===== src/verilog/mem_test_pkg.sv =====
`default_nettype none

package mem_test_pkg;

////////////////////////////////////////////////////////////////////////////
// Memory port widths.
////////////////////////////////////////////////////////////////////////////
    localparam int MEM_ADDR_W = 24;  // Bank(2) + row(13) + column(9).
    localparam int MEM_WORD_W = 16;  // One SDRAM data word.
    localparam int TX_BYTE_W  = 8;

    typedef logic [MEM_ADDR_W-1:0] mem_addr_t;
    typedef logic [MEM_WORD_W-1:0] mem_word_t;
    typedef logic [TX_BYTE_W-1:0]  tx_byte_t;

    // Burst and report shape.
    localparam int BURST_WORDS  = 4;
    localparam int REPORT_BYTES = 2 * BURST_WORDS;  // High, then low byte per word.
    localparam int BYTE_INDEX_W = $clog2(REPORT_BYTES);

////////////////////////////////////////////////////////////////////////////
// UART framing.
////////////////////////////////////////////////////////////////////////////
    // 133.33 MHz / 115200 baud.
    localparam int BAUD_DIVISOR    = 1157;
    localparam int BAUD_CNT_W      = $clog2(BAUD_DIVISOR);
    localparam int UART_FRAME_BITS = 11;  // Start, 8 data LSB first, 2 stop.
    localparam int FRAME_BIT_CNT_W = $clog2(UART_FRAME_BITS);

    // Frame buffer and round pacing.
    localparam int LCD_FRAME_WORDS    = 480 * 800;  // One 800x480 screen.
    localparam int ROUND_PAUSE_CYCLES = 2222222;    // About 16.7 ms.

////////////////////////////////////////////////////////////////////////////
// State machines.
////////////////////////////////////////////////////////////////////////////
    typedef enum logic [2:0] {
        ST_WRITE,    // Burst write, request held until done.
        ST_READ,     // Burst read back.
        ST_REPORT,   // Check word, hand one byte to UART.
        ST_WAIT_TX,  // Frame on the line.
        ST_PAUSE,
        ST_HALT,     // Compare error, sticky.
        ST_DONE
    } seq_state_t;

    typedef enum logic {
        TX_IDLE,
        TX_SHIFT
    } tx_state_t;

endpackage

`default_nettype wire


===== src/verilog/burst_compare.sv =====
`default_nettype none

module burst_compare (
    input  wire                                  clk_133MHz_210,
    input  wire                                  rst_n,
    input  wire                                  mem_rd_done,    // Data valid this cycle only.
    input  wire mem_test_pkg::mem_word_t         mem_rd_data_0,
    input  wire mem_test_pkg::mem_word_t         mem_rd_data_1,
    input  wire mem_test_pkg::mem_word_t         mem_rd_data_2,
    input  wire mem_test_pkg::mem_word_t         mem_rd_data_3,
    input  wire mem_test_pkg::mem_word_t         expected_0,     // Pattern last written.
    input  wire mem_test_pkg::mem_word_t         expected_1,
    input  wire mem_test_pkg::mem_word_t         expected_2,
    input  wire mem_test_pkg::mem_word_t         expected_3,
    input  wire [mem_test_pkg::BYTE_INDEX_W-1:0] byte_index,     // Report step 0..7.
    output mem_test_pkg::tx_byte_t               report_byte,
    output logic                                 mismatch
);

    import mem_test_pkg::*;

    localparam int WORD_SEL_W = $clog2(BURST_WORDS);

    mem_word_t              rd_word [BURST_WORDS];  // Captured burst.
    logic [BURST_WORDS-1:0] word_bad;               // One flag per word.
    logic [WORD_SEL_W-1:0]  word_sel;
    mem_word_t              sel_word;

////////////////////////////////////////////////////////////////////////////
// Capture.
////////////////////////////////////////////////////////////////////////////
    // Burst data held for the whole report phase.
    always_ff @(posedge clk_133MHz_210) begin
        if (mem_rd_done) begin
            rd_word[0] <= mem_rd_data_0;
            rd_word[1] <= mem_rd_data_1;
            rd_word[2] <= mem_rd_data_2;
            rd_word[3] <= mem_rd_data_3;
        end
    end

    // Expected words hold still during the read, so compare on the way in.
    always_ff @(posedge clk_133MHz_210 or negedge rst_n) begin
        if (!rst_n) begin
            word_bad <= '0;
        end else if (mem_rd_done) begin
            word_bad[0] <= (mem_rd_data_0 != expected_0);
            word_bad[1] <= (mem_rd_data_1 != expected_1);
            word_bad[2] <= (mem_rd_data_2 != expected_2);
            word_bad[3] <= (mem_rd_data_3 != expected_3);
        end
    end

////////////////////////////////////////////////////////////////////////////
// Byte select.
////////////////////////////////////////////////////////////////////////////
    assign word_sel = byte_index[BYTE_INDEX_W-1:1];  // Two bytes per word.
    assign sel_word = rd_word[word_sel];
    assign mismatch = word_bad[word_sel];

    // Even step is the high byte.
    assign report_byte = byte_index[0] ? sel_word[TX_BYTE_W-1:0]
                                       : sel_word[MEM_WORD_W-1 -: TX_BYTE_W];

endmodule

`default_nettype wire


===== src/verilog/mem_test_sequencer.sv =====
`default_nettype none

module mem_test_sequencer #(
    parameter int PAUSE_CYCLES = mem_test_pkg::ROUND_PAUSE_CYCLES,  // Idle time per round.
    parameter int FRAME_WORDS  = mem_test_pkg::LCD_FRAME_WORDS      // Words under test.
) (
    input  wire                                   clk_133MHz_210,
    input  wire                                   rst_n,
    // Memory port.
    input  wire                                   mem_wr_done,  // One-cycle pulse.
    input  wire                                   mem_rd_done,  // One-cycle pulse.
    output logic                                  mem_wr_req,   // Level until done.
    output logic                                  mem_rd_req,
    output mem_test_pkg::mem_addr_t               mem_addr,
    output mem_test_pkg::mem_word_t               mem_wr_data_0,
    output mem_test_pkg::mem_word_t               mem_wr_data_1,
    output mem_test_pkg::mem_word_t               mem_wr_data_2,
    output mem_test_pkg::mem_word_t               mem_wr_data_3,
    // Comparator.
    input  wire                                   mismatch,
    input  wire mem_test_pkg::tx_byte_t           report_byte,
    output mem_test_pkg::mem_word_t               expected_0,
    output mem_test_pkg::mem_word_t               expected_1,
    output mem_test_pkg::mem_word_t               expected_2,
    output mem_test_pkg::mem_word_t               expected_3,
    output logic [mem_test_pkg::BYTE_INDEX_W-1:0] byte_index,
    // UART.
    input  wire                                   tx_busy,
    output logic                                  tx_send,      // One-cycle strobe.
    output mem_test_pkg::tx_byte_t                tx_byte,
    // Status.
    output logic                                  led,          // Compare error.
    output logic                                  test_done
);

    import mem_test_pkg::*;

    localparam int        PAUSE_W    = $clog2(PAUSE_CYCLES + 1);
    localparam mem_addr_t LAST_BLOCK = mem_addr_t'(FRAME_WORDS - BURST_WORDS);

    seq_state_t         state;
    logic [PAUSE_W-1:0] pause_cnt;

    // Read-back is checked against what went out.
    assign expected_0 = mem_wr_data_0;
    assign expected_1 = mem_wr_data_1;
    assign expected_2 = mem_wr_data_2;
    assign expected_3 = mem_wr_data_3;

////////////////////////////////////////////////////////////////////////////
// Round FSM.
////////////////////////////////////////////////////////////////////////////
    always_ff @(posedge clk_133MHz_210 or negedge rst_n) begin
        if (!rst_n) begin
            state         <= ST_WRITE;
            mem_wr_req    <= 1'b0;
            mem_rd_req    <= 1'b0;
            mem_addr      <= '0;
            mem_wr_data_0 <= '0;
            mem_wr_data_1 <= '0;
            mem_wr_data_2 <= '0;
            mem_wr_data_3 <= '0;
            byte_index    <= '0;
            tx_send       <= 1'b0;
            tx_byte       <= '0;
            pause_cnt     <= '0;
            led           <= 1'b0;
            test_done     <= 1'b0;
        end else begin
            tx_send <= 1'b0;  // Strobe by default.
            case (state)
                ST_WRITE: begin
                    if (mem_wr_done) begin
                        mem_wr_req <= 1'b0;
                        state      <= ST_READ;
                    end else begin
                        mem_wr_req <= 1'b1;
                    end
                end
                ST_READ: begin
                    if (mem_rd_done) begin
                        mem_rd_req <= 1'b0;
                        byte_index <= '0;
                        state      <= ST_REPORT;  // Comparator has the burst next cycle.
                    end else begin
                        mem_rd_req <= 1'b1;
                    end
                end
                ST_REPORT: begin
                    // A word is judged once, at its high byte.
                    if (!byte_index[0] && mismatch) begin
                        led   <= 1'b1;
                        state <= ST_HALT;
                    end else begin
                        tx_send <= 1'b1;
                        tx_byte <= report_byte;
                        state   <= ST_WAIT_TX;
                    end
                end
                ST_WAIT_TX: begin
                    // Busy shows up one edge after the strobe.
                    if (!tx_send && !tx_busy) begin
                        if (byte_index == BYTE_INDEX_W'(REPORT_BYTES - 1)) begin
                            pause_cnt <= '0;
                            state     <= ST_PAUSE;
                        end else begin
                            byte_index <= byte_index + 1'b1;
                            state      <= ST_REPORT;
                        end
                    end
                end
                ST_PAUSE: begin
                    if (pause_cnt == PAUSE_W'(PAUSE_CYCLES - 1)) begin
                        if (mem_addr == LAST_BLOCK) begin
                            test_done <= 1'b1;  // Whole frame covered.
                            state     <= ST_DONE;
                        end else begin
                            mem_addr      <= mem_addr + mem_addr_t'(BURST_WORDS);
                            mem_wr_data_0 <= mem_wr_data_0 + 1'b1;
                            mem_wr_data_1 <= mem_wr_data_1 + 1'b1;
                            mem_wr_data_2 <= mem_wr_data_2 + 1'b1;
                            mem_wr_data_3 <= mem_wr_data_3 + 1'b1;
                            state         <= ST_WRITE;
                        end
                    end else begin
                        pause_cnt <= pause_cnt + 1'b1;
                    end
                end
                ST_HALT: state <= ST_HALT;  // Parked until reset.
                ST_DONE: state <= ST_DONE;
                default: begin
                    led   <= 1'b1;  // Lost state counts as an error.
                    state <= ST_HALT;
                end
            endcase
        end
    end

////////////////////////////////////////////////////////////////////////////
// Checks.
////////////////////////////////////////////////////////////////////////////
    // Only one access on the memory port at a time.
    req_exclusive: assert property (
        @(posedge clk_133MHz_210) disable iff (!rst_n)
        !(mem_wr_req && mem_rd_req)
    );

    // A new byte only reaches an idle UART.
    send_when_idle: assert property (
        @(posedge clk_133MHz_210) disable iff (!rst_n)
        tx_send |-> !tx_busy
    );

endmodule

`default_nettype wire


===== src/verilog/sdram_burst_test_top.sv =====
`default_nettype none

module sdram_burst_test_top #(
    parameter int PAUSE_CYCLES = mem_test_pkg::ROUND_PAUSE_CYCLES,
    parameter int FRAME_WORDS  = mem_test_pkg::LCD_FRAME_WORDS
) (
    input  wire                          clk_133MHz_210,
    input  wire                          rst_n,
    // Burst memory port.
    input  wire                          mem_wr_done,
    input  wire                          mem_rd_done,
    input  wire mem_test_pkg::mem_word_t mem_rd_data_0,
    input  wire mem_test_pkg::mem_word_t mem_rd_data_1,
    input  wire mem_test_pkg::mem_word_t mem_rd_data_2,
    input  wire mem_test_pkg::mem_word_t mem_rd_data_3,
    output wire                          mem_wr_req,
    output wire                          mem_rd_req,
    output wire mem_test_pkg::mem_addr_t mem_addr,
    output wire mem_test_pkg::mem_word_t mem_wr_data_0,
    output wire mem_test_pkg::mem_word_t mem_wr_data_1,
    output wire mem_test_pkg::mem_word_t mem_wr_data_2,
    output wire mem_test_pkg::mem_word_t mem_wr_data_3,
    // Pins.
    output wire                          txd,
    output wire                          led,
    output wire                          test_done
);

    import mem_test_pkg::*;

    // Sequencer and comparator.
    mem_word_t               expected_0;
    mem_word_t               expected_1;
    mem_word_t               expected_2;
    mem_word_t               expected_3;
    logic [BYTE_INDEX_W-1:0] byte_index;
    logic                    mismatch;
    tx_byte_t                report_byte;
    // Sequencer and UART.
    logic                    tx_send;
    tx_byte_t                tx_byte;
    logic                    tx_busy;

////////////////////////////////////////////////////////////////////////////
// Round control.
////////////////////////////////////////////////////////////////////////////
    mem_test_sequencer #(
        .PAUSE_CYCLES (PAUSE_CYCLES),
        .FRAME_WORDS  (FRAME_WORDS)
    ) u_seq (
        .clk_133MHz_210, .rst_n,
        .mem_wr_done, .mem_rd_done, .mem_wr_req, .mem_rd_req, .mem_addr,
        .mem_wr_data_0, .mem_wr_data_1, .mem_wr_data_2, .mem_wr_data_3,
        .mismatch, .report_byte,
        .expected_0, .expected_1, .expected_2, .expected_3, .byte_index,
        .tx_busy, .tx_send, .tx_byte,
        .led, .test_done
    );

    // Read-back check.
    burst_compare u_cmp (
        .clk_133MHz_210, .rst_n, .mem_rd_done,
        .mem_rd_data_0, .mem_rd_data_1, .mem_rd_data_2, .mem_rd_data_3,
        .expected_0, .expected_1, .expected_2, .expected_3,
        .byte_index, .report_byte, .mismatch
    );

    // Report line, 115200 8N2.
    uart_tx_frame u_uart (
        .clk_133MHz_210, .rst_n, .tx_send, .tx_byte, .tx_busy, .txd
    );

endmodule

`default_nettype wire


===== src/verilog/uart_tx_frame.sv =====
`default_nettype none

module uart_tx_frame (
    input  wire                         clk_133MHz_210,
    input  wire                         rst_n,
    input  wire                         tx_send,   // One-cycle strobe.
    input  wire mem_test_pkg::tx_byte_t tx_byte,
    output logic                        tx_busy,
    output logic                        txd
);

    import mem_test_pkg::*;

    logic [UART_FRAME_BITS-1:0] shift_reg;  // Frame bits, next one at [1].
    logic [BAUD_CNT_W-1:0]      bit_timer;  // Cycles within current bit.
    logic [FRAME_BIT_CNT_W-1:0] bit_cnt;    // Bit on the line.
    tx_state_t                  state;

    assign tx_busy = (state == TX_SHIFT);

////////////////////////////////////////////////////////////////////////////
// Bit timing and line driver.
////////////////////////////////////////////////////////////////////////////
    always_ff @(posedge clk_133MHz_210 or negedge rst_n) begin
        if (!rst_n) begin
            state     <= TX_IDLE;
            txd       <= 1'b1;  // Line idles high.
            bit_timer <= '0;
            bit_cnt   <= '0;
        end else begin
            case (state)
                TX_IDLE: begin
                    if (tx_send) begin
                        txd       <= 1'b0;  // Start bit from the same edge.
                        bit_timer <= '0;
                        bit_cnt   <= '0;
                        state     <= TX_SHIFT;
                    end
                end
                TX_SHIFT: begin
                    if (bit_timer == BAUD_CNT_W'(BAUD_DIVISOR - 1)) begin
                        bit_timer <= '0;
                        txd       <= shift_reg[1];  // Filled ones once the frame is out.
                        // Last stop bit ends the frame.
                        if (bit_cnt == FRAME_BIT_CNT_W'(UART_FRAME_BITS - 1)) begin
                            state <= TX_IDLE;
                        end else begin
                            bit_cnt <= bit_cnt + 1'b1;
                        end
                    end else begin
                        bit_timer <= bit_timer + 1'b1;
                    end
                end
            endcase
        end
    end

    // Frame shifter, ones fill in behind.
    always_ff @(posedge clk_133MHz_210) begin
        if (state == TX_IDLE && tx_send) begin
            shift_reg <= {2'b11, tx_byte, 1'b0};
        end else if (state == TX_SHIFT && bit_timer == BAUD_CNT_W'(BAUD_DIVISOR - 1)) begin
            shift_reg <= {1'b1, shift_reg[UART_FRAME_BITS-1:1]};
        end
    end

////////////////////////////////////////////////////////////////////////////
// Checks.
////////////////////////////////////////////////////////////////////////////
    // Idle line stays at mark between frames.
    txd_idle_high: assert property (
        @(posedge clk_133MHz_210) disable iff (!rst_n)
        (state == TX_IDLE) |-> txd
    );

endmodule

`default_nettype wire

===== config.mk =====
export PLATFORM = sky130hd
export DESIGN_NAME = sdram_burst_test_top
export DESIGN_NICKNAME = d
export VERILOG_FILES = /design/src/verilog/mem_test_pkg.sv /design/src/verilog/burst_compare.sv /design/src/verilog/mem_test_sequencer.sv /design/src/verilog/sdram_burst_test_top.sv /design/src/verilog/uart_tx_frame.sv
export SDC_FILE = /design/constraint.sdc
export NUM_CORES = 1
export LEC_CHECK = 0
export ABC_AREA = 1
export BUFFER_PORTS_ARGS = -buffer_cell sky130_fd_sc_hd__buf_2
export CAP_MARGIN = 40
export CORE_ASPECT_RATIO = 1.75
export CORE_MARGIN = 10
export CORE_UTILIZATION = 45
export CTS_CLUSTER_DIAMETER = 200
export CTS_CLUSTER_SIZE = 25
export DETAILED_ROUTE_END_ITERATION = 10
export GPL_ROUTABILITY_DRIVEN = 0
export PLACE_DENSITY = 0.67
export SLEW_MARGIN = 20
export SYNTH_ARGS = -nofsm -noshare
export SYNTH_HDL_FRONTEND = slang
export SYNTH_SLANG_ARGS = --single-unit

===== constraint.sdc =====
create_clock -name clk_133MHz_210 -period 3.1 [get_ports clk_133MHz_210]
set_clock_uncertainty 0.15 [all_clocks]
set_input_delay 0.155 -clock clk_133MHz_210 [delete_from_list [all_inputs] [get_ports clk_133MHz_210]]
set_output_delay 0.155 -clock clk_133MHz_210 [all_outputs]
set_load 0.1 [all_outputs]

==> results.md <==
Drt:
- The post-route DRC violation count is 0.
- The routed layout has 11.0k vias.
- For this block, the routed nets add up to 35700 um of wire.
- The detailed router finished its first iteration with 629 violations.
- The number of nets with antenna violations after routing is 0.
- The routed wire length per instance is 17.0 um.
- Before antenna repair, the detailed router went through 5 iterations.
- The average via count per standard cell is 5.25.

Yosys:
- Yosys attributes the largest share of cell area to dfrtp_1 (30%), edfxtp_1 (18%), nand2_1 (14%), xor2_1 (6.1%), nor2_1 (5.7%).
- The share of the synthesized area in compound gates (AO/OA/AOI/OAI) is 7.54%.
- The largest family of logic cells by synthesized area is simple AND/OR/NAND/NOR gates.
- The cell type contributing the most total cell area after synthesis is dfrtp_1.
- The synthesis warning total is 0.
- Each instance of the synthesized netlist takes up on average 7.87 sq um.
- After synthesis, the share of cell area in mux cells is 0%.
- The post-synthesis xor/xnor area fraction is 8.58%.
- After synthesis, the largest area contributor takes up 30.0% of total cell area.
- The part of the Yosys area used for sequential elements is 47.9%.
- The number of standard cells after synthesis is 1557.
- The synthesized design contains 220 register bits.
- The arithmetic-cell share of the synthesized area counting full adders, half adders and majority gates is 1.33%.
- Summing the areas of all and, or, nand and nor instances in the mapped netlist gives 28.2% of the synthesized area.
- The cell area after synthesis is 12200 sq um.
- The count of distinct cell types in the synthesized netlist is 37.

GRT:
- The number of global-route vias before repair is 11.1k.
- The number of antenna violations at the first check in global routing is 1.
- The first global-routing pass estimated 57700 um of wire.
- The overall global routing resource usage is 20.7%.
- Entering global routing, the biggest net connects 74 pins.
- The global-route congestion overflow total is 0.

Worst setup path:
- Data on the critical path arrives at its endpoint at 2.74 ns.
- The critical path data required time is 3.34 ns.
- The worst register-to-register path has a setup slack of 0.61 ns.
- STA classifies the critical path startpoint as a flop.
- The critical path in this run is classified as reg -> reg.
- The number of cells on the worst reg-to-reg path is 11.
- The reg-to-reg critical path startpoint is u_seq.mem_addr[2].
- The reg-to-reg endpoint is u_seq.expected_0[9].
- Along the worst path, the maximum fanout reaches 34.
- The type of element capturing the critical path is a flop.

Die:
- The die boundary height is 238 um.
- The effective utilization at floorplan is 45.9%.
- The full die area is 34500 sq um.
- The initialized floorplan defines 79 standard-cell rows.
- The core area is 26700 sq um.
- 161 I/O pins were placed.
- From left edge to right edge, the die measures 145 um.

Layout:
- Compared with the post-synthesis result, the final layout area differs by 18.1%.
- Counting flops per register, the top entry is u_cmp.rd_word.
- The top cell types in the final layout, fill and taps aside, are nand2_1 (453), nor2_1 (186), buf_2 (157), inv_1 (147), dfrtp_1 (147).
- The largest registers in the layout are u_cmp.rd_word: 64 flops, u_seq.mem_addr: 22 flops, u_seq.pause_cnt: 22 flops.
- The fraction of layout instances using a drive strength above 1 is 12.2%.
- The register with the most flip-flops in the layout has 64 of them.
- The number of nets in the layout is 1853.
- The finished layout holds 2104 standard cells, fillers aside.
- Leaving out fill and tap cells, the most frequent cell in the layout is nand2_1.

Flow run:
- Across the run, the number of max-cap violations was 0.

Timing:
- The final worst setup slack is 0.607 ns.
- The final-report hold violation count is 0.
- The tightest hold path in the finished design has a slack of 0.0332 ns.
- The total count of max-transition violations in the final report was 0.
- The shortest period the worst path allows is 2.49 ns.
- Setup violations remaining at the end of the flow were counted as 0.
- The headroom to the max-slew limit is 50.5%.
- For the pin with the worst max-slew slack, the measured transition is 0.742 ns.
- Setup repair after global routing left no endpoint under its margin.
- The final critical path takes up 80.4% of the cycle.
- Timing would allow up to 401 MHz.
- The sum of negative setup slack is 0 ns.

Clocking:
- The clock root buffer is clkbuf_16.
- TritonCTS built the clock tree.
- The buffer count from post-CTS setup fixing is 0.
- The number of buffers inserted during clock tree synthesis is 12.
- No sink is reached through more buffers than the 3 on the longest clock path.
- For the worst-skew pair, the clock arrives at the later sink with an insertion delay of 0.48 ns.
- The H-tree depth reported by CTS is 1.
- The CTS sink count is 220.
- The post-CTS clock slew at the launch and capture registers of the worst setup and hold paths is 0.11 ns.

Placed design:
- The placed instance count is 2016.
- The post-detailed-placement half-perimeter wirelength is 27000 um.
- Before CTS, the worst setup slack after placement is 0.655 ns.
- In this run the tool buffered the top-level ports with 158 buffer cells.

Worst hold path:
- The worst min-delay path class is in -> reg.
- The number of instances on the worst hold path is 1.
- The startpoint identified for the worst hold timing path is mem_rd_done.
- The endpoint of the worst hold-timing path is u_cmp.rd_word[0][0].

Pwr:
- The areal power density over the cells is 356 nW/um^2.
- The worst vdd rail ir drop is 0.368 mV.
- The analysis attributes to cell leakage a power of 0.00641 uW.

Outcome:
- The run finished with clean final reports.
[cell families (layout without fill, tap and decap cells)]
group           count (synthesis)  count (layout)
xor+xnor                      120             120
compound gates                175             175
buf+inv                       193             413
fa+ha+maj                      13              13
other cells                     1               4
simple gates                  835             835
flops                         220             220
[report_power, final]
| part | leakage, uW | switching, uW | internal [uW] | total (uW) |
|---|---|---|---|---|
| Combinational | 0.00355 | 177 | 130 | 307 |
| Sequential | 0.00269 | 29.0 | 3080 | 3110 |
| Clock | 0.000167 | 946 | 788 | 1730 |
| Total | 0.00641 | 1150 | 4000 | 5150 |
[per-stage QoR]
stage	area, sq um	total power (uW)	utilization, %
2_1_floorplan	12300	3230	-
3_3_place_gp	13400	3400	50.4
3_5_place_dp	13400	3410	50.4
4_1_cts	14500	5200	54.2
5_1_grt	14500	5330	54.2
6_report	14500	5150	54.2
[timing repair]
action	CTS	global route
hold buffers	66	0
endpoints found under the hold margin	136	0
gates resized for setup	0	0
[per-layer routing]
metal | GRT usage [%] | vias to the layer above | part of all wire, %
met5 | 0 | - | 0
met4 | 10.9 | 0 | 5.4
met3 | 2.63 | 114 | 4.3
met2 | 37.5 | 358 | 53
met1 | 22.8 | 5142 | 38
li1 | - | 5430 | -
[area by class of cell]
cell class	count	area, sq um
Antenna cell	2	5.00
Clock buffer	19	348
Clock inverter	1	7.51
Fill cell	2475	12200
Inverter	150	563
Multi-Input combinational cell	1145	5610
Sequential cell	220	5870
Tap cell	324	405
Timing Repair Buffer	243	1660
[cell usage after synthesis]
library cell and number:
nor3b_1 1, xor2_1 85, a21boi_2 1, inv_1 147, edfxtp_1 72, o22ai_1 13
nand2_2 1, xnor2_1 35, o31ai_1 1, dfstp_2 1, nor2_2 4, buf_6 4
ha_1 13, clkbuf_1 19, dfrtp_1 147, nor2_1 186, nand3_1 90, or2_2 14
o21bai_1 4, buf_4 2, clkbuf_2 1, nand4_1 20, nand3_2 2, a31oi_1 8
nor3_1 55, conb_1 1, and3_1 2, nand3b_1 5, a21oi_1 16, buf_2 16
o21ai_1 6, inv_2 3, nand2_1 453, and2_1 2, a21boi_0 1, buf_1 1
o21ai_0 125
[worst max-delay path, cell delays in order (launching register included)]
cell     delay, ns
dfrtp_1       0.47
ha_1          0.32
nand3_2       0.14
inv_2         0.05
nand2_2       0.08
inv_2         0.05
nand3_2       0.13
nand2_1       0.10
nor2_4        0.48
buf_12        0.26
nand2_1       0.08
o21ai_0       0.08
[worst max path at each step]
stage	startpoint	endpoint	slack, ns	cells past startpoint
after floorplan	u_seq.mem_addr[2]	u_seq.expected_2[0]	0.40	13
after global placement	u_seq.mem_addr[2]	u_seq.expected_0[6]	0.75	10
after detailed placement	u_seq.mem_addr[2]	u_seq.expected_0[9]	0.66	11
after CTS	u_seq.mem_addr[2]	u_seq.expected_0[9]	0.62	11
after global routing	u_seq.mem_addr[2]	u_seq.expected_0[11]	0.43	11
final	u_seq.mem_addr[2]	u_seq.expected_0[9]	0.61	11
(Power assumes the default switching activity.)
